$ cat config.mk
export PLATFORM = sky130hd
export DESIGN_NAME = host_decode_flat
export DESIGN_NICKNAME = d
export VERILOG_FILES = /design/src/logic/modem_pkg.sv /design/src/logic/host_bus_if.sv /design/src/logic/host_decode.sv /design/src/flat_wrapper.sv
export SDC_FILE = /design/constraint.sdc
export NUM_CORES = 1
export LEC_CHECK = 0
export ABC_CLOCK_PERIOD_IN_PS = 1600
export BUFFER_PORTS_ARGS = -buffer_cell sky130_fd_sc_hd__buf_2
export CORE_UTILIZATION = 30
export DETAILED_ROUTE_END_ITERATION = 12
export PLACE_DENSITY = 0.95
export SYNTH_ARGS = -nofsm -noshare
export SYNTH_HDL_FRONTEND = slang
export SYNTH_SLANG_ARGS = --single-unit
$ cat constraint.sdc
create_clock -name vclk -period 1.6
set_input_delay 0.32 -clock vclk [all_inputs]
set_output_delay 0.32 -clock vclk [all_outputs]
set_load 0.02 [all_outputs]
$ cat src/logic/modem_pkg.sv
// address map, register offsets and timing constants shared by the host-side blocks
package modem_pkg;

  // ******************************
  // bus and pin widths
  // ******************************
  localparam int DATA_W   = 16;
  localparam int ADDR_W   = 12;            // byte address, pins carry 11..1
  localparam int SAMPLE_W = 14;            // adc and dac sample width
  localparam int N_DAC    = 3;
  localparam int SEL_W    = $clog2(N_DAC); // dac select field
  localparam int GPIO_W   = 2;             // two lock indicators

  // address fields
  localparam int SPACE_LSB = 8;            // space in addr[11:8]
  localparam int REG_LSB   = 1;            // register offset in addr[3:1]
  localparam int REG_W     = 3;

  // address spaces
  typedef enum logic [3:0] {
    MISC    = 4'd8,
    DAC_SER = 4'd9,
    GPIO    = 4'd10,
    NONE    = 4'd15
  } space_e;

  // ******************************
  // register offsets
  // ******************************
  localparam logic [REG_W-1:0] REG_RESET    = 3'd0; // misc space
  localparam logic [REG_W-1:0] REG_VERSION  = 3'd1;
  localparam logic [REG_W-1:0] REG_GPIO     = 3'd0; // gpio space
  localparam logic [REG_W-1:0] REG_DAC_WORD = 3'd0; // serial port space
  localparam logic [REG_W-1:0] REG_DAC_CTRL = 3'd1;

  localparam logic [DATA_W-1:0] VERSION = 16'h0003;

  // timing
  localparam int RESET_HOLD = 6;   // internal reset stretch after a software reset
  localparam int HOLD_W     = $clog2(RESET_HOLD + 1);
  localparam int SCLK_DIV   = 4;   // serial clock is ck933 / 4
  localparam int PHASE_W    = $clog2(SCLK_DIV);
  localparam int DAC_BITS   = 16;  // serial word length
  localparam int BIT_W      = $clog2(DAC_BITS);

endpackage

$ cat src/logic/host_bus_if.sv
// decoded processor bus writes, driven by the address decoder and read by the register blocks
`timescale 1ns/1ns

interface host_bus_if;
  import modem_pkg::*;

  logic [ADDR_W-1:0] addr;   // byte address, bit 0 always zero
  logic [DATA_W-1:0] wdata;
  logic              wr;     // high on every edge with cs and we low
  space_e            space;  // decoded from addr[11:8]

  modport decoder (
    output addr,
    output wdata,
    output wr,
    output space
  );

  modport target (
    input addr,
    input wdata,
    input wr,
    input space
  );

endinterface

$ cat src/logic/host_decode.sv
// processor bus front end: decodes the address space, forms the write strobe, muxes read data
`timescale 1ns/1ns

module host_decode (
  input  logic                          ck933,
  input  logic                          cs_n_i,
  input  logic                          we_n_i,
  input  logic                          rd_n_i,
  input  logic [modem_pkg::ADDR_W-1:1]  addr_i,
  input  logic [modem_pkg::DATA_W-1:0]  wdata_i,
  input  logic [modem_pkg::DATA_W-1:0]  misc_rdata_i,
  input  logic [modem_pkg::DATA_W-1:0]  dac_rdata_i,
  output logic [modem_pkg::DATA_W-1:0]  rdata_o,
  output logic                          rd_en_o,
  host_bus_if.decoder                   bus
);
  import modem_pkg::*;

  logic [ADDR_W-1:0] addr;

  assign addr = {addr_i, 1'b0}; // 16-bit bus, even bytes only

  assign bus.addr  = addr;
  assign bus.wdata = wdata_i;
  assign bus.wr    = ~cs_n_i & ~we_n_i; // level strobe, one write per clock
  assign rd_en_o   = ~cs_n_i & ~rd_n_i;

  // ******************************
  // space decode
  // ******************************
  always_comb begin
    case (addr[ADDR_W-1:SPACE_LSB])
      4'd8:    bus.space = MISC;
      4'd9:    bus.space = DAC_SER;
      4'd10:   bus.space = GPIO;
      default: bus.space = NONE;
    endcase
  end

  // ******************************
  // read data mux
  // ******************************
  // misc_regs answers for both the misc and gpio spaces
  always_comb begin
    case (bus.space)
      MISC,
      GPIO:    rdata_o = misc_rdata_i;
      DAC_SER: rdata_o = dac_rdata_i;
      default: rdata_o = '0; // unmapped
    endcase
  end

  // the processor never drives we and rd together, otherwise data_io
  // would be driven from both sides while a register takes the write
  wr_rd_excl_a : assert property (@(posedge ck933) !(bus.wr && rd_en_o))
    else $error("host bus write and read enable high in the same cycle");

endmodule

$ cat src/flat_wrapper.sv
// flat-port wrapper written by rule: the top's interface ports become plain ports
module host_decode_flat import modem_pkg::*;
  (ck933, cs_n_i, we_n_i, rd_n_i, addr_i, wdata_i, misc_rdata_i, dac_rdata_i, rdata_o, rd_en_o, bus_addr, bus_wdata, bus_wr, bus_space);
  host_bus_if bus_i ();
  input  logic ck933;
  input  logic cs_n_i;
  input  logic we_n_i;
  input  logic rd_n_i;
  input  logic [modem_pkg::ADDR_W-1:1] addr_i;
  input  logic [modem_pkg::DATA_W-1:0] wdata_i;
  input  logic [modem_pkg::DATA_W-1:0] misc_rdata_i;
  input  logic [modem_pkg::DATA_W-1:0] dac_rdata_i;
  output logic [modem_pkg::DATA_W-1:0] rdata_o;
  output logic rd_en_o;
  output wire logic [$bits(bus_i.addr)-1:0] bus_addr;
  output wire logic [$bits(bus_i.wdata)-1:0] bus_wdata;
  output wire logic [$bits(bus_i.wr)-1:0] bus_wr;
  output wire logic [$bits(bus_i.space)-1:0] bus_space;
  assign bus_addr = bus_i.addr;
  assign bus_wdata = bus_i.wdata;
  assign bus_wr = bus_i.wr;
  assign bus_space = bus_i.space;
  host_decode u_core (.ck933(ck933), .cs_n_i(cs_n_i), .we_n_i(we_n_i), .rd_n_i(rd_n_i), .addr_i(addr_i), .wdata_i(wdata_i), .misc_rdata_i(misc_rdata_i), .dac_rdata_i(dac_rdata_i), .rdata_o(rdata_o), .rd_en_o(rd_en_o), .bus(bus_i));
endmodule
# After elaboration in Yosys (flattened, before gate mapping)
# Index checks and enable logic that the tools add are counted.
dict set report word_totals {
  ff_bits 0
  inputBits 63
  elab_cells 14
}
dict set report op_classes {
  eq_ne 6
  n_mux 2
  n_bitwise 5
  reduce_logical 1
}
# operator n
set op_table {}
lappend op_table {{case mux 16 bit (2 select lines)} 1}
lappend op_table {{== test 4 bit (second input constant)} 6}
lappend op_table {{case mux 3 bit (3 select lines)} 1}
lappend op_table {{NOT 1 bit} 3}
lappend op_table {{bitwise AND 1 bit} 2}
lappend op_table {{OR reduction 2 bit} 1}

# Longest topological paths before layout
dict set report depth {
  ltp_word 5
  ltp_mapped 4
}

# Least setup slack after synthesis
# No wires, ideal clock.
dict set report synth_timing {
  kind {input to output}
  start {input addr_i[10] (netlist name)}
  end {output rdata_o[0] (netlist name)}
  arrival_ps 1062
  required_time_ps 1280
  setup_slack_ps 218
  cell_stages 4
  n_path_buf 2
  cell_sequence {nand2b_4 buf_6 buf_4 a21oi_1}
}
dict set report synth_between {
  elab_chain_cells 5
  word_cells_on_any_way 9
}
# item line
set synth_lines {}
lappend synth_lines {{start: declaration} flat_wrapper.sv:9} ;# input logic [modem_pkg::ADDR_W-1:1] addr_i;
lappend synth_lines {{== test 4 bit} host_decode.sv:32} ;# case (addr[ADDR_W-1:SPACE_LSB])
lappend synth_lines {{case mux 3 bit (3 select lines) *} host_decode.sv:32}
lappend synth_lines {{== test 4 bit} host_decode.sv:45} ;# case (bus.space)
lappend synth_lines {{OR reduction 2 bit} host_decode.sv:45}
lappend synth_lines {{case mux 16 bit (2 select lines) *} host_decode.sv:45}
lappend synth_lines {{end: declaration} flat_wrapper.sv:13} ;# output logic [modem_pkg::DATA_W-1:0] rdata_o;
# Every way passes the cells marked *; elsewhere a longest branch is shown, timed or not.

# Worst setup path after layout
dict set report layout_timing {
  start {input addr_i[10] (netlist name)}
  end {output bus_space[1]}
}
dict set report layout_between {
  elab_chain_cells 2
  word_cells_on_any_way 4
}
# item line
set layout_lines {}
lappend layout_lines {{== test 4 bit} host_decode.sv:32}
lappend layout_lines {{case mux 3 bit (3 select lines) *} host_decode.sv:32}
lappend layout_lines {{end: declaration} flat_wrapper.sv:18} ;# output wire logic [$bits(bus_i.space)-1:0] bus_space;
# Marked as above.

==> flow_summary_export.csv <==
group,metric,value,unit
critical_path,cpPeakStageDelay,0.30,ns
clock_network,post_cts_resized,0,
critical_path,end_kind,"output port",
critical_path,crit_path_start_kind,"input port",
layout,areaGrowthSynthToFinish,14.2,%
power_and_ir_drop,peakVddDrop,0.000117,V
floorplan,fp.dieH,47.4,um
sta,slew_violations,0,
min_path,worstHoldStart,"addr_i[2]",
global_route,grt_util_met3,0.0154,
critical_path,crit_fanout,19,
clock_network,holdBufCountCts,0,
global_route,grt_max_degree,36,
global_route,track_usage,0.104,
global_route,met2_usage,0.225,
clock_network,post-cts-setup-buffers,0,
detailed_routing,wl_per_cell,9.48,um
layout,fillers,221,
layout,diodes,0,
sta,min_period,1.42,ns
layout,drive_gt1_frac,0.558,
critical_path,cpMostUsedCell,"buf_2",
flow_run,cap_violations,0,
floorplan,initial_utilization,0.318,
placed_design,place_congestion,0.643,
critical_path,path_class,"input port to output port",
sta,tns,0,ns
global_route,grt_antenna_before_repair,0,
yosys,syn_avg_cell_area,6.79,sq um
layout,multi_input_area,349,sq um
yosys,ys_types,11,
detailed_routing,drt_first_pass_iters,4,
global_route,grt-busiest-layer,"met2",
detailed_routing,wl,1.39,mm
placed_design,io_buffer_count,64,
floorplan,core,1940,sq um
layout,mostFrequentLayoutCell,"buf_2",
sta,setup_viol,0,
yosys,yosys_warnings,0,
global_route,grt_first_pass_wirelength,1.76,mm
layout,final_cell_mix,"buf_2, nand2b_1, nand3b_1, a21oi_1",
sta,hold_viol,0,
global_route,grt-ovfl-total,0,
placed_design,dp.cells,147,
floorplan,num_rows,16,
critical_path,worst-endpoint-required,1.28,ns
status,status,"completed",
detailed_routing,drc,0,
global_route,grt_use_met1,0.0944,
floorplan,fp.dieW,47.4,um
yosys,ys_seq_area_frac,0,
critical_path,arrival,1.10,ns
detailed_routing,ant_nets,0,
min_path,hold_end,"bus_addr[2]",
layout,nClkBuffers,0,
layout,final_cell_count_no_fill,147,
critical_path,path_cells,"buf_2 -> nand2b_4 -> or2_2 -> buf_2",
critical_path,slowest_stage,"or2_2",
layout,design.seq.count,0,
layout,final_net_count,185,
min_path,min_delay_path_depth,0,
floorplan,die_area,2250,sq um
yosys,synthCells,91,
detailed_routing,drt-initial-drc-count,7,
layout,regArea,0,sq um
sta,min_period_over_period,0.887,
floorplan,io_pins,113,
sta,fmax,704,MHz
placed_design,hpwlAfterDp,1.07,mm
yosys,synth_nets,154,
sta,rsz0062_at_grt,"false",
power_and_ir_drop,leakage,0.379,nW
detailed_routing,vias,664,
global_route,grt_pass1_vias,476,
yosys,netlist_area,618,sq um
detailed_routing,viasPerCell,4.52,
power_and_ir_drop,p_per_area,246,nW/um^2
min_path,worstHoldPathType,"input port to output port",
[cell type report]
cell class         count  share of cell area
repair buffers        64               0.457
well taps             27              0.0479
multi-input cells     56               0.495
[worst max-delay path by stage]
stage	from	endpoint	slack, ns	cells past startpoint
floorplan	addr_i[10]	rdata_o[0]	0.22	4
global placement	addr_i[8]	rdata_o[2]	0.1	4
CTS	addr_i[8]	rdata_o[2]	0.07	4
global route	addr_i[8]	rdata_o[2]	0.1	4
detailed placement	addr_i[8]	rdata_o[2]	0.08	4
finish	addr_i[10]	bus_space[1]	0.18	4
[synth_stat cells (all sizes together)]
| library cell | count | area [sq um] |
|---|---|---|
| nand2b | 17 | 114 |
| or2 | 2 | 12.5 |
| a21oi | 16 | 80.1 |
| a21o | 1 | 7.51 |
| conb | 2 | 7.51 |
| nor2 | 2 | 7.51 |
| buf | 35 | 269 |
| nand3b | 16 | 120 |
[stage by stage]
step | hold slack [ns] | worst slack (ns) | cell area [sq um] | total power [mW] | utilization
CTS | 0.640 | 0.0739 | 703 | 0.174 | 0.362
global placement | 0.640 | 0.0972 | 703 | 0.171 | 0.362
finish | 0.640 | 0.180 | 706 | 0.174 | 0.363
floorplan | 0.715 | 0.218 | 618 | 0.199 | -
detailed placement | 0.640 | 0.0767 | 703 | 0.174 | 0.362
global route | 0.640 | 0.0972 | 706 | 0.193 | 0.363
[power by group]
part	internal (mW)	leakage (nW)	total (mW)	switching, mW
combinational	0.0798	0.379	0.174	0.0939
sequential	0	0	0	0
clock	0	0	0	0
[metal layers]
layer / part of all wire / vias to the layer above
met5: 0 / -
met4: 0.027 / 0
met3: 0.12 / 6
met2: 0.45 / 52
met1: 0.40 / 281
li1: - / 325
[kinds of logic after synthesis]
group           Yosys count  share of synthesized area
simple gates             37                      0.411
other cells               2                     0.0122
buf+inv                  35                      0.435
compound gates           17                      0.142
[critical path, delay by kind of cell]
family,cells,cell delay (ns)
and+or+nand+nor,2,0.52
buffers and inverters,2,0.26
No activity file was read; power rests on OpenSTA's default activity.
