--- config.mk ---
export PLATFORM = sky130hd
export DESIGN_NAME = adc_monitor
export DESIGN_NICKNAME = d
export VERILOG_FILES = /design/src/logic/modem_pkg.sv /design/src/logic/adc_monitor.sv
export SDC_FILE = /design/constraint.sdc
export NUM_CORES = 1
export LEC_CHECK = 0
export BUFFER_PORTS_ARGS = -buffer_cell sky130_fd_sc_hd__buf_2
export CAP_MARGIN = 30
export CELL_PAD_IN_SITES_DETAIL_PLACEMENT = 0
export CELL_PAD_IN_SITES_GLOBAL_PLACEMENT = 2
export CORE_AREA = 2 2 50 52
export DETAILED_ROUTE_END_ITERATION = 8
export DIE_AREA = 0 0 52 54
export MAX_ROUTING_LAYER = met4
export PLACE_DENSITY_LB_ADDON = 0.1
export SETUP_SLACK_MARGIN = 0.4
export SKIP_CTS_REPAIR_TIMING = 1
export SYNTH_ARGS = -nofsm -noshare
export SYNTH_HDL_FRONTEND = slang
export SYNTH_SLANG_ARGS = --single-unit
--- constraint.sdc ---
create_clock -name ck933 -period 0.8 [get_ports ck933]
set_input_delay 0.04 -clock ck933 [delete_from_list [all_inputs] [get_ports ck933]]
set_output_delay 0.04 -clock ck933 [all_outputs]
set_load 0.01 [all_outputs]
--- src/logic/modem_pkg.sv ---
// address map, register offsets and timing constants shared by the host-side blocks
package modem_pkg;

  // ******************************
  // bus and pin widths
  // ******************************
  localparam int DATA_W   = 16;
  localparam int ADDR_W   = 12;            // byte address, pins carry 11..1
  localparam int SAMPLE_W = 14;            // adc and dac sample width
  localparam int N_DAC    = 3;
  localparam int SEL_W    = $clog2(N_DAC); // dac select field
  localparam int GPIO_W   = 2;             // two lock indicators

  // address fields
  localparam int SPACE_LSB = 8;            // space in addr[11:8]
  localparam int REG_LSB   = 1;            // register offset in addr[3:1]
  localparam int REG_W     = 3;

  // address spaces
  typedef enum logic [3:0] {
    MISC    = 4'd8,
    DAC_SER = 4'd9,
    GPIO    = 4'd10,
    NONE    = 4'd15
  } space_e;

  // ******************************
  // register offsets
  // ******************************
  localparam logic [REG_W-1:0] REG_RESET    = 3'd0; // misc space
  localparam logic [REG_W-1:0] REG_VERSION  = 3'd1;
  localparam logic [REG_W-1:0] REG_GPIO     = 3'd0; // gpio space
  localparam logic [REG_W-1:0] REG_DAC_WORD = 3'd0; // serial port space
  localparam logic [REG_W-1:0] REG_DAC_CTRL = 3'd1;

  localparam logic [DATA_W-1:0] VERSION = 16'h0003;

  // timing
  localparam int RESET_HOLD = 6;   // internal reset stretch after a software reset
  localparam int HOLD_W     = $clog2(RESET_HOLD + 1);
  localparam int SCLK_DIV   = 4;   // serial clock is ck933 / 4
  localparam int PHASE_W    = $clog2(SCLK_DIV);
  localparam int DAC_BITS   = 16;  // serial word length
  localparam int BIT_W      = $clog2(DAC_BITS);

endpackage

--- src/logic/adc_monitor.sv ---
// adc reclock and offset-binary formatting for the dac0 parallel monitor port
`timescale 1ns/1ns

module adc_monitor (
  input  logic                            ck933,
  input  logic [modem_pkg::SAMPLE_W-1:0]  adc_d_i,
  output logic [modem_pkg::SAMPLE_W-1:0]  dac0_d_o
);
  import modem_pkg::*;

  logic [SAMPLE_W-1:0] adc_q;  // input reclock, meant for the pad registers
  logic [SAMPLE_W-1:0] dac_q;

  always_ff @(posedge ck933) begin
    adc_q <= adc_d_i;
  end

  // two's complement to offset binary, flip the sign bit
  always_ff @(posedge ck933) begin
    dac_q <= {~adc_q[SAMPLE_W-1], adc_q[SAMPLE_W-2:0]};
  end

  assign dac0_d_o = dac_q;

endmodule

=== Word level (Yosys, flattened, before mapping) ===
Index checks and enable logic that the tools add are counted.

* Bitwise operators: 1

{| class="wikitable"
|+ Operators by type and width
! cell !! number
|-
| $not 1->1 || 1
|}

* Register bits: 28

=== Depth between registers and ports, before layout ===
Gate-level depths: netlist (run 1).

* Depth after elaboration: 1
* Gate-level depth with buffers: 1

=== Least setup slack after synthesis (run 1) ===
Ideal clock, no wire load.

* Path kind: reg-to-reg
* Start point: register adc_q[13]
* End point: register dac_q[13] (netlist: dac0_d_o[13])
* Library setup time: 0.109 ns
* Arrival: 0.308 ns
* Required time: 0.691 ns
* Setup slack: 0.383 ns
* Stages on the path, launching flop included: 2
* Buffers on the path: 0
* Period minus slack after synthesis: 0.417 ns
* Cell sequence: dfxtp_1 -> inv_1

* Cells in the longest elaborated chain, start to end: 1

{| class="wikitable"
|+ RTL lines
! item !! RTL line !! RTL
|-
| from (decl) || adc_monitor.sv:11 || <nowiki>logic [SAMPLE_W-1:0] adc_q;</nowiki>
|-
| from (signal assigned) || adc_monitor.sv:15 || <nowiki>adc_q <= adc_d_i;</nowiki>
|-
| $not 1->1 || adc_monitor.sv:20 || <nowiki>dac_q <= {~adc_q[SAMPLE_W-1], adc_q[SAMPLE_W-2:0]};</nowiki>
|-
| to (signal assigned) || adc_monitor.sv:20 ||
|-
| to (decl) || adc_monitor.sv:12 || <nowiki>logic [SAMPLE_W-1:0] dac_q;</nowiki>
|}

Every way passes these cells.

=== Worst setup path in the final report (run 1) ===
* Start point: register dac_q[11] (netlist: dac0_d_o[11])
* End point: output port dac0_d_o[11] (netlist bit)

{| class="wikitable"
|+ RTL lines
! item !! RTL line !! RTL
|-
| to (decl) || adc_monitor.sv:7 || <nowiki>output logic [modem_pkg::SAMPLE_W-1:0] dac0_d_o</nowiki>
|}

No word-level cell between the ends.

==> results.tsv, run 1 <==
stage	metric	value	unit
status	status	complete, but fails checks	
status	violations	hold timing	
power_and_ir_drop	p_int	1706	µW
place	dp_cells	87	
power_and_ir_drop	worst_ir_drop_vdd	1045	µV
setup_path	crit_required	0.76	ns
sta	slew_violations	0	
setup_path	startpoint_type	flop	
logic_synthesis	syn_area_per_cell	19.46	µm²
place	pre_cts_slack	0.3449	ns
setup_path	end_kind	output pin	
floorplanning	io_pins	29	
sta	finalSetupViolations	0	
logic_synthesis	yosysSeqAreaShare	99.33	%
setup_path	crit_path_cell_trace	buf_6	
sta	final_hold_viol_count	14	
power_and_ir_drop	combPwrFrac	4.6	%
sta	slew_headroom	91.63	%
cells_and_area	drive_gt1_share	61.67	%
floorplanning	dieWidth	52	µm
cts	cts_tree	yes	
place	place.gp.congestion	0.5773	
detailed_routing	post-route-drc-count	0	
logic_synthesis	netlist_area	564.3	µm²
setup_path	critPathTopFamily	flip-flops	
detailed_routing	antenna_left	0	
power_and_ir_drop	leakage	0.0003741	µW
global_route	grt_pass1_wl	959	µm
floorplanning	fp.dieH	54	µm
cts	clockRootBuffer	clkbuf_4	
logic_synthesis	ys_types	2	
detailed_routing	wl_per_cell	7.278	µm
logic_synthesis	synthesis.nets	44	
power_and_ir_drop	switching_share	18.84	%
sta	fin_crit_sh	99.03	%
cells_and_area	multi_input_cells	0	
detailed_routing	num_vias	293	
cells_and_area	syn_to_final_growth	41.24	%
power_and_ir_drop	switching_power	396.1	µW
cts	clock_sinks	28	
power_and_ir_drop	power.clock.fraction	24.7	%
detailed_routing	finalWirelength	655	µm
cts	cts-buffers-inserted	3	
logic_synthesis	syn_inst	29	
setup_path	slowest_stage	dfxtp_2	
cells_and_area	final_cell_mix	24 x buf_2, 22 x dfxtp_1, 6 x dfxtp_2	
floorplanning	num_rows	18	
floorplanning	die_area	2808	µm²
global_route	grt_start_max_net_pins	15	
global_route	antenna_found_initial	0	
logic_synthesis	synth_area_leaders	dfxtp_1 99%, inv_1 0.67%	
power_and_ir_drop	p_seq_share	70.7	%
logic_synthesis	synth_seq_cells	28	
setup_path	crit_type	reg -> out	
detailed_routing	drtPass1Iterations	2	
cells_and_area	fin_nets	77	
sta	max_freq	1.262	GHz
cts	cts_max_path_buffers	2	
cells_and_area	diodes	0	
cts	clk_latency	0.30	ns
power_and_ir_drop	powerDensity	2638	nW/µm²
detailed_routing	drt_iter0_markers	1	
logic_synthesis	yosys.area.top_type_share	99.33	%
sta	worstMarginPinSlew	0.1255	ns
cells_and_area	instances_no_fill	90	
sta	clock_skew	0.0002881	ns
global_route	grtUsageTotal	5.353	%
floorplanning	core-area	2320	µm²
place	port_buffers	28	
logic_synthesis	yosys_warnings	0	
sta	finalWorstSetupSlack	0.007788	ns
setup_path	crit_path_max_incr_delay	0.34	ns
global_route	grt_pass1_vias	221	
floorplanning	initial_utilization	24.33	%
detailed_routing	vias_per_cell	3.256	
min_path	worstHoldPathType	in -> reg	
cells_and_area	final_common_cell	buf_2	
cts	clk_pin_slew	0.13	ns
cells_and_area	multi_input_area	0	µm²
cts	h-tree-depth	1	
cells_and_area	n_fill_cell	248	
sta	rsz0062_at_grt	true	
logic_synthesis	yosysTopAreaCell	dfxtp_1	
flow_run	drv_cap	0	
setup_path	cp_max_fo	1	
setup_path	crit_buf_inv	1	
setup_path	arrival	0.75	ns
sta	whs	-0.1758	ns
global_route	grt_overflow	0	
sta	period_needed	0.7922	ns
-- flip-flops by register name, summed over array words and instances, names as in the netlist --
name / cells
dac0_d_o: 14
adc_q: 14
-- area by class of cell --
type | instances | area [µm²] | share of cell area (%)
repair buffers | 28 | 165.2 | 20.72
well taps | 30 | 37.54 | 4.710
inverters | 1 | 3.754 | 0.4710
flip-flops and latches | 28 | 568.0 | 71.27
clock buffers | 3 | 22.52 | 2.826
-- cells in the mapped netlist, drive strengths merged --
cell type  count
dfxtp         28
inv            1
-- stage by stage --
step	util (%)	setup TNS (ns)	area, µm²	total power, µW
5_1_grt	34.36	-0.5877	797.0	2232
3_3_place_gp	31.98	0	742.0	1601
4_1_cts	32.96	-0.2115	764.5	2144
6_report	34.36	0	797.0	2103
3_5_place_dp	31.98	0	742.0	1602
2_1_floorplan	-	0	564.3	1536
-- routing by layer --
layer | up-vias | share of wire, % | track usage (%)
met1 | 128 | 33 | 5.155
met3 | 2 | 11 | 2.500
met2 | 14 | 55 | 7.806
li1 | 149 | - | -
met5 | - | 0 | -
met4 | 0 | 1.2 | 5.263
-- power groups by stage --
stage | clock network, µW | logic [µW] | registers (µW)
2_1_floorplan | 0 | 0.679 | 1530
3_3_place_gp | 0 | 87.7 | 1510
3_5_place_dp | 0 | 87.5 | 1510
4_1_cts | 573 | 87.5 | 1480
5_1_grt | 630 | 107 | 1500
6_report | 519 | 97.2 | 1490
-- worst paths after layout --
path                              from                    to  slack (ns)  depth (start not counted)
setup reg to reg     adc_q[13]$_DFF_P_  dac0_d_o[13]$_DFF_P_        0.36                          1
hold / removal             adc_d_i[11]     adc_q[11]$_DFF_P_       -0.18                          1
setup / recovery  dac0_d_o[11]$_DFF_P_          dac0_d_o[11]       0.008                          1
hold reg to reg      adc_q[12]$_DFF_P_  dac0_d_o[12]$_DFF_P_        0.34                          0
-- cell families (layout without fill, tap and decap cells) --
family,Yosys count,count (layout),share of synthesized area [%]
flip-flops,28,28,99.34
buffers and inverters,1,32,0.6646
No activity file was read; power rests on OpenSTA's default activity.
==> run 2, diff against run 1 <==
==> constraint.sdc (replaced) <==
create_clock -name ck933 -period 0.8 [get_ports ck933]
set_input_delay 0.24 -clock ck933 [delete_from_list [all_inputs] [get_ports ck933]]
set_output_delay 0.24 -clock ck933 [all_outputs]
set_load 0.01 [all_outputs]
==> run 2 against run 1 <==
Compared with the run above:
- the flow finishes with violations (setup timing)
- combinational power grew 31%
- largest power group unchanged
- clock-buffer cell count is the same
- worst hold slack gained 0.20 ns
- sequential share of layout area shrank 4.6 points
- clock skew is essentially flat
- power grew 2.3%
- sequential power is essentially flat
- via count shrank 1.4%
- die area is the same
- first-iteration DRC count shrank 100%
- critical endpoint is now dac0_d_o[2]
- critical path depth is the same
- largest cell class unchanged
==> results.tsv, run 2 (synthesis results as in run 1) <==
stage	metric	value	unit
global_route	grtUsageTotal	5.947	%
sta	slew_headroom	91.57	%
setup_path	crit_type	reg -> out	
cells_and_area	n_fill_cell	236	
floorplanning	core-area	2320	µm²
detailed_routing	post-route-drc-count	0	
setup_path	end_kind	output pin	
sta	max_freq	1.006	GHz
setup_path	crit_path_cell_trace	buf_6	
cts	clockRootBuffer	clkbuf_4	
sta	rsz0062_at_grt	true	
global_route	grt_start_max_net_pins	15	
detailed_routing	antenna_left	0	
place	placed_area	759.5	µm²
cells_and_area	final_common_cell	dfxtp_2	
floorplanning	die_area	2808	µm²
floorplanning	num_rows	18	
global_route	antenna_found_initial	0	
cells_and_area	seq_area	583.1	µm²
power_and_ir_drop	powerDensity	2459	nW/µm²
floorplanning	io_pins	29	
cts	h-tree-depth	1	
setup_path	cp_max_fo	1	
power_and_ir_drop	worst_ir_drop_vdd	1048	µV
detailed_routing	drt_iter0_markers	0	
cts	clk_pin_slew	0.13	ns
sta	whs	0.02198	ns
sta	worstMarginPinSlew	0.1265	ns
sta	finalSetupViolations	14	
global_route	grt_overflow	0	
setup_path	crit_path_max_incr_delay	0.34	ns
setup_path	startpoint_type	flop	
min_path	min_path_cells	1	
detailed_routing	finalWirelength	670	µm
status	violations	setup timing	
sta	clock_skew	0.0002757	ns
cells_and_area	diodes	0	
sta	finalWorstSetupSlack	-0.1938	ns
setup_path	rr_worst_depth	1	
flow_run	drv_cap	0	
sta	period_needed	0.9938	ns
floorplanning	dieWidth	52	µm
cts	cts_tree	yes	
cts	clock_sinks	28	
global_route	grt_pass1_vias	273	
cells_and_area	instances_no_fill	90	
floorplanning	fp.dieH	54	µm
global_route	grt_pass1_wl	1090	µm
cells_and_area	multi_input_cells	0	
detailed_routing	vias_per_cell	3.211	
status	status	complete, but fails checks	
sta	fin_crit_sh	124.2	%
floorplanning	initial_utilization	24.33	%
detailed_routing	drtPass1Iterations	1	
sta	slew_violations	0	
cells_and_area	postLayoutCellArea	874.6	µm²
setup_path	arrival	0.75	ns
cells_and_area	syn_to_final_growth	54.99	%
place	port_buffers	28	
detailed_routing	num_vias	289	
sta	final_hold_viol_count	0	
cts	clk_latency	0.30	ns
place	place.gp.congestion	0.5928	
cells_and_area	drive_gt1_share	83.33	%
setup_path	crit_buf_inv	1	
cts	cts_max_path_buffers	2	
cts	cts-buffers-inserted	3	
setup_path	slowest_stage	dfxtp_2	
setup_path	path_depth	1	
place	dp_cells	87	
cells_and_area	multi_input_area	0	µm²
cells_and_area	fin_nets	77	
setup_path	crit_required	0.56	ns
detailed_routing	wl_per_cell	7.444	µm
cells_and_area	final_cell_mix	18 x dfxtp_2, 14 x buf_2, 14 x buf_6	
setup_path	critPathTopFamily	flip-flops	
min_path	worstHoldPathType	in -> reg	
power_and_ir_drop	leakage	0.0003942	µW
[run 2: report_power, final]
| part | internal [µW] | leakage [µW] | switching [µW] |
|---|---|---|---|
| logic | 88.9 | 0.000144 | 37.7 |
| registers | 1480 | 0.000236 | 22.2 |
| clock network | 176 | 0.0000138 | 348 |
[run 2: final timing paths]
check,from,endpoint,slack (ns)
max,dac0_d_o[2]$_DFF_P_,dac0_d_o[2],-0.19
min,adc_d_i[2],adc_q[2]$_DFF_P_,0.02
max reg2reg,adc_q[13]$_DFF_P_,dac0_d_o[13]$_DFF_P_,0.35
min reg2reg,adc_q[2]$_DFF_P_,dac0_d_o[2]$_DFF_P_,0.34
[run 2: area by class of cell]
type | count | area share [%]
well taps | 30 | 4.292
inverters | 1 | 0.4292
clock buffers | 3 | 2.575
repair buffers | 28 | 26.04
flip-flops and latches | 28 | 66.67
[run 2: routing by layer]
metal	track usage (%)	vias to the layer above	share of wire, %
met1	4.949	125	33
met3	2.500	0	11
met2	10.13	15	56
li1	-	149	-
met4	5.263	0	0
met5	-	-	0
[run 2: through the flow]
step	setup slack, ns	power, µW	util (%)	TNS (ns)
after detailed placement	0.1429	1610	32.74	0
after global placement	0.1433	1608	32.74	0
final	-0.1938	2150	37.70	-2.674
after CTS	-0.2291	2142	33.71	-3.103
after floorplan	0.2443	1543	-	0
after global routing	-0.2449	2268	37.70	-3.294
