File: config.mk
export PLATFORM = sky130hd
export DESIGN_NAME = misc_regs_flat
export DESIGN_NICKNAME = d
export VERILOG_FILES = /design/src/logic/modem_pkg.sv /design/src/logic/host_bus_if.sv /design/src/logic/misc_regs.sv /design/src/flat_wrapper.sv
export SDC_FILE = /design/constraint.sdc
export NUM_CORES = 1
export LEC_CHECK = 0
export BUFFER_PORTS_ARGS = -buffer_cell sky130_fd_sc_hd__buf_2
export CAP_MARGIN = 20
export CELL_PAD_IN_SITES_DETAIL_PLACEMENT = 0
export CELL_PAD_IN_SITES_GLOBAL_PLACEMENT = 1
export CORE_ASPECT_RATIO = 1.25
export CORE_MARGIN = 1
export CORE_UTILIZATION = 17
export CTS_CLUSTER_SIZE = 28
export DETAILED_ROUTE_END_ITERATION = 8
export PLACE_DENSITY_LB_ADDON = 0.1
export SYNTH_ARGS = -nofsm -noshare
export SYNTH_HDL_FRONTEND = slang
export SYNTH_SLANG_ARGS = --single-unit
File: constraint.sdc
create_clock -name ck933 -period 1.1 [get_ports ck933]
set_clock_uncertainty 0.1 [all_clocks]
set_input_delay 0.165 -clock ck933 [delete_from_list [all_inputs] [get_ports ck933]]
set_output_delay 0.165 -clock ck933 [all_outputs]
set_load 0.1 [all_outputs]
File: src/logic/modem_pkg.sv
// address map, register offsets and timing constants shared by the host-side blocks
package modem_pkg;

  // ******************************
  // bus and pin widths
  // ******************************
  localparam int DATA_W   = 16;
  localparam int ADDR_W   = 12;            // byte address, pins carry 11..1
  localparam int SAMPLE_W = 14;            // adc and dac sample width
  localparam int N_DAC    = 3;
  localparam int SEL_W    = $clog2(N_DAC); // dac select field
  localparam int GPIO_W   = 2;             // two lock indicators

  // address fields
  localparam int SPACE_LSB = 8;            // space in addr[11:8]
  localparam int REG_LSB   = 1;            // register offset in addr[3:1]
  localparam int REG_W     = 3;

  // address spaces
  typedef enum logic [3:0] {
    MISC    = 4'd8,
    DAC_SER = 4'd9,
    GPIO    = 4'd10,
    NONE    = 4'd15
  } space_e;

  // ******************************
  // register offsets
  // ******************************
  localparam logic [REG_W-1:0] REG_RESET    = 3'd0; // misc space
  localparam logic [REG_W-1:0] REG_VERSION  = 3'd1;
  localparam logic [REG_W-1:0] REG_GPIO     = 3'd0; // gpio space
  localparam logic [REG_W-1:0] REG_DAC_WORD = 3'd0; // serial port space
  localparam logic [REG_W-1:0] REG_DAC_CTRL = 3'd1;

  localparam logic [DATA_W-1:0] VERSION = 16'h0003;

  // timing
  localparam int RESET_HOLD = 6;   // internal reset stretch after a software reset
  localparam int HOLD_W     = $clog2(RESET_HOLD + 1);
  localparam int SCLK_DIV   = 4;   // serial clock is ck933 / 4
  localparam int PHASE_W    = $clog2(SCLK_DIV);
  localparam int DAC_BITS   = 16;  // serial word length
  localparam int BIT_W      = $clog2(DAC_BITS);

endpackage

File: src/logic/host_bus_if.sv
// decoded processor bus writes, driven by the address decoder and read by the register blocks
`timescale 1ns/1ns

interface host_bus_if;
  import modem_pkg::*;

  logic [ADDR_W-1:0] addr;   // byte address, bit 0 always zero
  logic [DATA_W-1:0] wdata;
  logic              wr;     // high on every edge with cs and we low
  space_e            space;  // decoded from addr[11:8]

  modport decoder (
    output addr,
    output wdata,
    output wr,
    output space
  );

  modport target (
    input addr,
    input wdata,
    input wr,
    input space
  );

endinterface

File: src/logic/misc_regs.sv
// version register, software reset stretcher and the gpio lock register behind the host bus
`timescale 1ns/1ns

module misc_regs (
  input  logic                          ck933,
  input  logic                          rs,
  host_bus_if.target                    bus,
  output logic [modem_pkg::DATA_W-1:0]  rdata_o,
  output logic                          int_rs_o,
  output logic [modem_pkg::GPIO_W-1:0]  gpio_o
);
  import modem_pkg::*;

  logic [REG_W-1:0]  reg_off;
  logic              reset_wr;
  logic              gpio_wr;
  logic [HOLD_W-1:0] hold_cnt_q;
  logic [GPIO_W-1:0] gpio_q;

  assign reg_off  = bus.addr[REG_LSB+REG_W-1:REG_LSB];
  assign reset_wr = bus.wr && (bus.space == MISC) && (reg_off == REG_RESET);
  assign gpio_wr  = bus.wr && (bus.space == GPIO) && (reg_off == REG_GPIO);

  // ******************************
  // software reset
  // ******************************
  // written value is don't care, any write starts the stretch
  always_ff @(posedge ck933 or posedge rs) begin
    if (rs) begin
      hold_cnt_q <= '0;
    end else if (reset_wr) begin
      hold_cnt_q <= HOLD_W'(RESET_HOLD);
    end else if (hold_cnt_q != '0) begin
      hold_cnt_q <= hold_cnt_q - 1'b1;
    end
  end

  // board reset passes straight through, software reset is stretched
  assign int_rs_o = rs | (hold_cnt_q != '0);

  // ******************************
  // gpio
  // ******************************
  always_ff @(posedge ck933 or posedge int_rs_o) begin
    if (int_rs_o) begin
      gpio_q <= '0;
    end else if (gpio_wr) begin
      gpio_q <= bus.wdata[GPIO_W-1:0];
    end
  end

  assign gpio_o = gpio_q; // bit 0 bsync lock, bit 1 demod lock

  // read back
  always_comb begin
    rdata_o = '0;
    case (bus.space)
      MISC: if (reg_off == REG_VERSION) rdata_o = VERSION;
      GPIO: if (reg_off == REG_GPIO) rdata_o = DATA_W'(gpio_q);
      default: rdata_o = '0;
    endcase
  end

  // a stretched reset must cover the full hold time seen by the serial port
  rst_hold_a : assert property (@(posedge ck933)
      $fell(int_rs_o) |-> $past(int_rs_o, RESET_HOLD))
    else $error("internal reset shorter than %0d cycles", RESET_HOLD);

endmodule

File: src/flat_wrapper.sv
// flat-port wrapper written by rule: the top's interface ports become plain ports
module misc_regs_flat import modem_pkg::*;
  (ck933, rs, rdata_o, int_rs_o, gpio_o, bus_addr, bus_wdata, bus_wr, bus_space);
  host_bus_if bus_i ();
  input  logic ck933;
  input  logic rs;
  output logic [modem_pkg::DATA_W-1:0] rdata_o;
  output logic int_rs_o;
  output logic [modem_pkg::GPIO_W-1:0] gpio_o;
  input wire logic [$bits(bus_i.addr)-1:0] bus_addr;
  input wire logic [$bits(bus_i.wdata)-1:0] bus_wdata;
  input wire logic [$bits(bus_i.wr)-1:0] bus_wr;
  input wire logic [$bits(bus_i.space)-1:0] bus_space;
  assign bus_i.addr = bus_addr;
  assign bus_i.wdata = bus_wdata;
  assign bus_i.wr = bus_wr;
  assign bus_i.space = bus_space;
  misc_regs u_core (.ck933(ck933), .rs(rs), .bus(bus_i), .rdata_o(rdata_o), .int_rs_o(int_rs_o), .gpio_o(gpio_o));
endmodule
After elaboration in Yosys (flattened, before gate mapping)
Index checks and enable logic that the tools add are counted.
Widths: inputs -> output; s select.
{ "op_classes": {"bitwise_logic": 1, "eq_ne": 3, "addsub": 1, "n_reduce_logical": 7, "muxes": 5} }
{ "op_table": {"columns": ["op", "count"], "rows": [
  ["$pmux 16 s2", 1],
  ["$eq 4x4->1 const B", 2],
  ["$mux 3", 2],
  ["$logic_and 1x1->1", 4],
  ["$mux 2", 2],
  ["$eq 3x1->1 const B", 1],
  ["$logic_not 3->1", 1],
  ["$reduce_bool 3->1", 1],
  ["$sub 3x1->3 const B", 1],
  ["$reduce_bool 2->1", 1],
  ["$or 1x1->1", 1]
]} }
{ "totals": {"in_bits": 35, "elab_cells": 19, "regBits": 5} }

Depth between registers and ports, before layout
{ "logic_depth": {"depth_word": 4, "depth_mapped": 5} }

Least setup slack after synthesis
Ideal clock, no wire load.
{ "synth_timing": {"path_type": "reg-to-output", "start": "register u_core.gpio_q[0] (netlist: u_core.gpio_o[0])", "end": "output rdata_o[0] in the netlist's numbering", "slack_ns": -1.702, "arrival_ns": 2.537, "path_buffers": 0, "stages_incl_launch_ff": 3, "required_ns": 0.835, "cell_sequence": "dfrtp_1 -> nand2_1 -> a21oi_1"} }
{ "synth_between": {"elab_chain_len": 2} }
{ "synth_rtl": {"columns": ["item", "line_no", "text"], "rows": [
  ["start, declared", "misc_regs.sv:18", "logic [GPIO_W-1:0] gpio_q;"],
  ["start signal, assigned", "misc_regs.sv:48", "gpio_q <= bus.wdata[GPIO_W-1:0];"],
  ["$mux 2", "misc_regs.sv:59", "GPIO: if (reg_off == REG_GPIO) rdata_o = DATA_W'(gpio_q);"],
  ["$pmux 16 s2", "misc_regs.sv:57", "case (bus.space)"],
  ["end, declared", "flat_wrapper.sv:7", "output logic [modem_pkg::DATA_W-1:0] rdata_o;"]
]} }
No other way between the ends.

Worst setup path after layout
{ "layout_timing": {"start": "register u_core.hold_cnt_q[1]", "end": "output int_rs_o"} }
{ "layout_between": {"elab_chain_len": 2} }
{ "layout_rtl": {"columns": ["item", "line_no", "text"], "rows": [
  ["start, declared", "misc_regs.sv:17", "logic [HOLD_W-1:0] hold_cnt_q;"],
  ["start signal, assigned", "misc_regs.sv:32", "hold_cnt_q <= HOLD_W'(RESET_HOLD);"],
  ["start signal, assigned", "misc_regs.sv:34", "hold_cnt_q <= hold_cnt_q - 1'b1;"],
  ["$reduce_bool 3->1", "misc_regs.sv:39", "assign int_rs_o = rs | (hold_cnt_q != '0);"],
  ["$or 1x1->1", "misc_regs.sv:39", null],
  ["end, declared", "flat_wrapper.sv:8", "output logic int_rs_o;"]
]} }
No other way between the ends.

==> impl_summary.md <==
Outcome
The run finished, with violations left. The final reports fail on negative hold slack, negative setup slack.

Logic synthesis
In this run the mean area of a mapped cell was 8.91 um^2. The summed instance area of the synthesized netlist is 437 um^2. The register area share after synthesis is 28.7%. The total of flip-flops plus latches after synthesis is 5.

The post-synthesis cell type count is 18. The Yosys step of the flow raised 0 warnings. The cell count after synthesis is 49.

Power
The total power consumption of the routed design is 1510 uW. The switching power of the nets is 693 uW. The proportion of power drawn by combinational gates is about two thirds.

The clock network fraction of design power is approximately 14%. Per report_power, the sequential group accounts for just under 20% of the total. In this run the power density over the cells is roughly 1900 mW/mm^2. Cell internal power was estimated by the tool at between 800 and 900 uW. Summed over all cells, the static leakage comes to about 0.00037 uW. Across the VDD grid, the largest voltage drop is around 0.001 V. The proportion of total power due to net switching is between 40% and 50%.

Drt
The detailed-route vias per instance is roughly 3.3. The detailed-route DRC error count is 0. After detailed routing, the total wire length is between 900 and 1000 um. After detailed routing, the wire length on met1 is between 300 and 400 um. The detail route stage leaves a number of antenna-violating nets equal to 0.

The final routed wire length divided by cell count is ~8.4 um. The uppermost layer routed is met3. The length of the first detailed-routing pass in iterations is 2. The via total after detailed routing is ~370.

The met2 wire length is roughly 510 um. The met3 wire length is around 50 um. The initial DRC count is 1.

Setup path
The worst path arrival time is 1270 ps. The required arrival time at the worst endpoint is roughly 830 ps. For the worst flop-to-flop path, the logic depth is 6.

The critical path class is reg2out. The endpoint class of the critical path is an output pin. Along the worst path, the maximum fanout reaches 2.

The type of element launching the critical path is a flop.

Layout
The number of fillers in the final layout is 259. Summing all multi-input logic gate instances after layout gives around 330 um^2. Cells with a size suffix above 1 make up between 60% and 70% of the layout. Cells fill around a third of the core in the end. The number of diodes is 0. The area occupied by registers is around 130 um^2.

The final cell count without fillers is between 100 and 150. The leading cell type in the layout, fill and taps excluded is sky130_fd_sc_hd__conb_1. The top cell types in the final layout, fill and taps aside, are 14 x sky130_fd_sc_hd__conb_1, 9 x sky130_fd_sc_hd__buf_2, 9 x sky130_fd_sc_hd__buf_4. The relative area change from synthesis to final layout is 86.2%.

At the end of the flow, the number of nets in the layout was ~120.

Clocking
The clock transition at the registers of the reported paths is roughly 40 ps. The cell sitting at the root of the clock tree is a sky130_fd_sc_hd__clkbuf_4. The number of hold buffers added after CTS was 1.

The deepest level of the CTS H-tree is 1. The number of buffers on the longest clock path is 2. The TritonCTS clock tree is done. The number of CTS-inserted buffers is 3.

The CTS sink count is 5. The clock insertion delay at the later pin of the skew report is approximately 240 ps.

Place
The placer congestion estimate is around 0.69. The number of placed instances with taps included is about 110. At the placement stage, the worst setup path has a slack of -325 ps. The HPWL after detailed placement is approximately 840 um. The count of buffers inserted at the top-level ports is 16.

Timing
The fmax is ~0.65 GHz. After layout, the worst path uses 140% of the clock period. Across all setup checks in the final design, the least slack found is -435 ps. The final critical delay including setup and external delays is about 1500 ps. Setup repair after global routing could not meet its margin everywhere.

Setup violations remaining at the end of the flow were counted as 10. The final count of hold timing violations is 2. The worst hold slack across all endpoints is -35.0 ps. The final number of max-transition violations is 0.

GRT
The global-route wire length before repair is ~1500 um. The residual overflow from global routing is 0. The number of global-route vias before repair is 360. The number of antenna violations at the first check in global routing is 0. Entering global routing, the biggest net connects 4 pins. The overall fraction of global-route tracks in use is around 8%.

Die
The core outline area is between 0.002 and 0.0025 mm^2. The top-level I/O count is 54. The floorplan row count is 20.

The floorplan die height is 58.7 um. The die is about 47 um wide. The effective utilization at floorplan is ~18%. The die covers between 0.002 and 0.003 mm^2.

Flow run
The count of max-cap constraint violations is 0.

Worst hold path
The tightest min-delay check is of the in2async type.
[registers in the layout, summed over array words and instances (netlist names)]
register           count
u_core.hold_cnt_q      3
u_core.gpio_o          2
[worst max-delay path: stages, from the launching register on]
cell and delay [ps]:
sky130_fd_sc_hd__dfrtp_1 380, sky130_fd_sc_hd__inv_2 80, sky130_fd_sc_hd__ha_4 140, sky130_fd_sc_hd__nand2b_4 60
sky130_fd_sc_hd__nor2_4 110, sky130_fd_sc_hd__clkinvlp_4 100, sky130_fd_sc_hd__buf_12 170
[layout make-up]
| cell class | count | share of cell area [%] |
|---|---|---|
| Tap cell | 33 | 5.08 |
| Sequential cell | 5 | 16.3 |
| Timing Repair Buffer | 28 | 32.9 |
| Clock buffer | 4 | 3.23 |
| Inverter | 4 | 2.31 |
| Multi-Input combinational cell | 39 | 40.2 |
[layer usage]
| layer | vias to the layer above | track usage, % |
|---|---|---|
| met4 | 0 | 2.45 |
| met5 | - | 0 |
| li1 | 189 | - |
| met3 | 0 | 3.68 |
| met2 | 14 | 12.7 |
| met1 | 168 | 9.23 |
[power groups by stage]
stage	registers [uW]	clock network, uW	logic, uW
finish	292	212	1000
global route	300	233	1090
CTS	293	227	1020
detailed placement	295	0	900
global placement	297	0	899
floorplan	334	0	647
[per-stage QoR]
stage	setup TNS [ps]	cell area, um^2
finish	-1560	813
global route	-2130	813
CTS	-1700	813
detailed placement	-1990	696
global placement	-1920	696
floorplan	-1400	552
[worst paths after layout]
check	startpoint	end	slack, ps
worst max-delay path	u_core.hold_cnt_q[1]$_DFFE_PP0P_	int_rs_o	-440
worst min-delay path	rs	u_core.gpio_o[0]$_DFFE_PP0P_	-40
worst max register to register	u_core.hold_cnt_q[1]$_DFFE_PP0P_	u_core.hold_cnt_q[0]$_DFFE_PP0P_	-140
worst min register to register	u_core.hold_cnt_q[2]$_DFFE_PP0P_	u_core.gpio_o[0]$_DFFE_PP0P_	430
max in group asynchronous	u_core.hold_cnt_q[1]$_DFFE_PP0P_	u_core.gpio_o[1]$_DFFE_PP0P_	250
min in group ck933	bus_wdata[0]	u_core.gpio_o[0]$_DFFE_PP0P_	70
[cell usage after synthesis]
cell / n / area, um^2
sky130_fd_sc_hd__inv_1: 4 / 15.0
sky130_fd_sc_hd__mux2_1: 2 / 22.5
sky130_fd_sc_hd__nor4_4: 1 / 21.3
sky130_fd_sc_hd__and2_1: 2 / 12.5
sky130_fd_sc_hd__nand4b_1: 1 / 8.76
sky130_fd_sc_hd__nor2_1: 3 / 11.3
sky130_fd_sc_hd__ha_1: 2 / 25.0
sky130_fd_sc_hd__nand4_2: 1 / 12.5
sky130_fd_sc_hd__nor2b_1: 2 / 12.5
sky130_fd_sc_hd__xnor2_1: 1 / 8.76
sky130_fd_sc_hd__dfrtp_1: 5 / 125
sky130_fd_sc_hd__conb_1: 1 / 3.75
sky130_fd_sc_hd__a21oi_1: 2 / 10.0
sky130_fd_sc_hd__nand2_1: 4 / 15.0
sky130_fd_sc_hd__nand2b_1: 2 / 12.5
sky130_fd_sc_hd__mux2i_1: 1 / 10.0
sky130_fd_sc_hd__buf_4: 14 / 105
sky130_fd_sc_hd__o21ai_0: 1 / 5.00
[kinds of logic after synthesis]
kind of cell	count (synthesis)	synth area share (%)
buffers and inverters	18	27.5
AO/OA/AOI/OAI	3	3.44
XOR/XNOR	1	2.01
multiplexers	3	7.45
AND/OR/NAND/NOR	16	24.4
other	1	0.859
flip-flops	5	28.7
adder cells (fa/ha/maj)	2	5.73
[what timing repair did]
item,4_1_cts,5_1_grt
setup buffers,5,0
cloned,0,0
pin swaps,7,1
gates resized for setup,15,0
hold endpoints to repair,5,2
endpoints found under the setup margin,10,10
(Power assumes the default switching activity.)
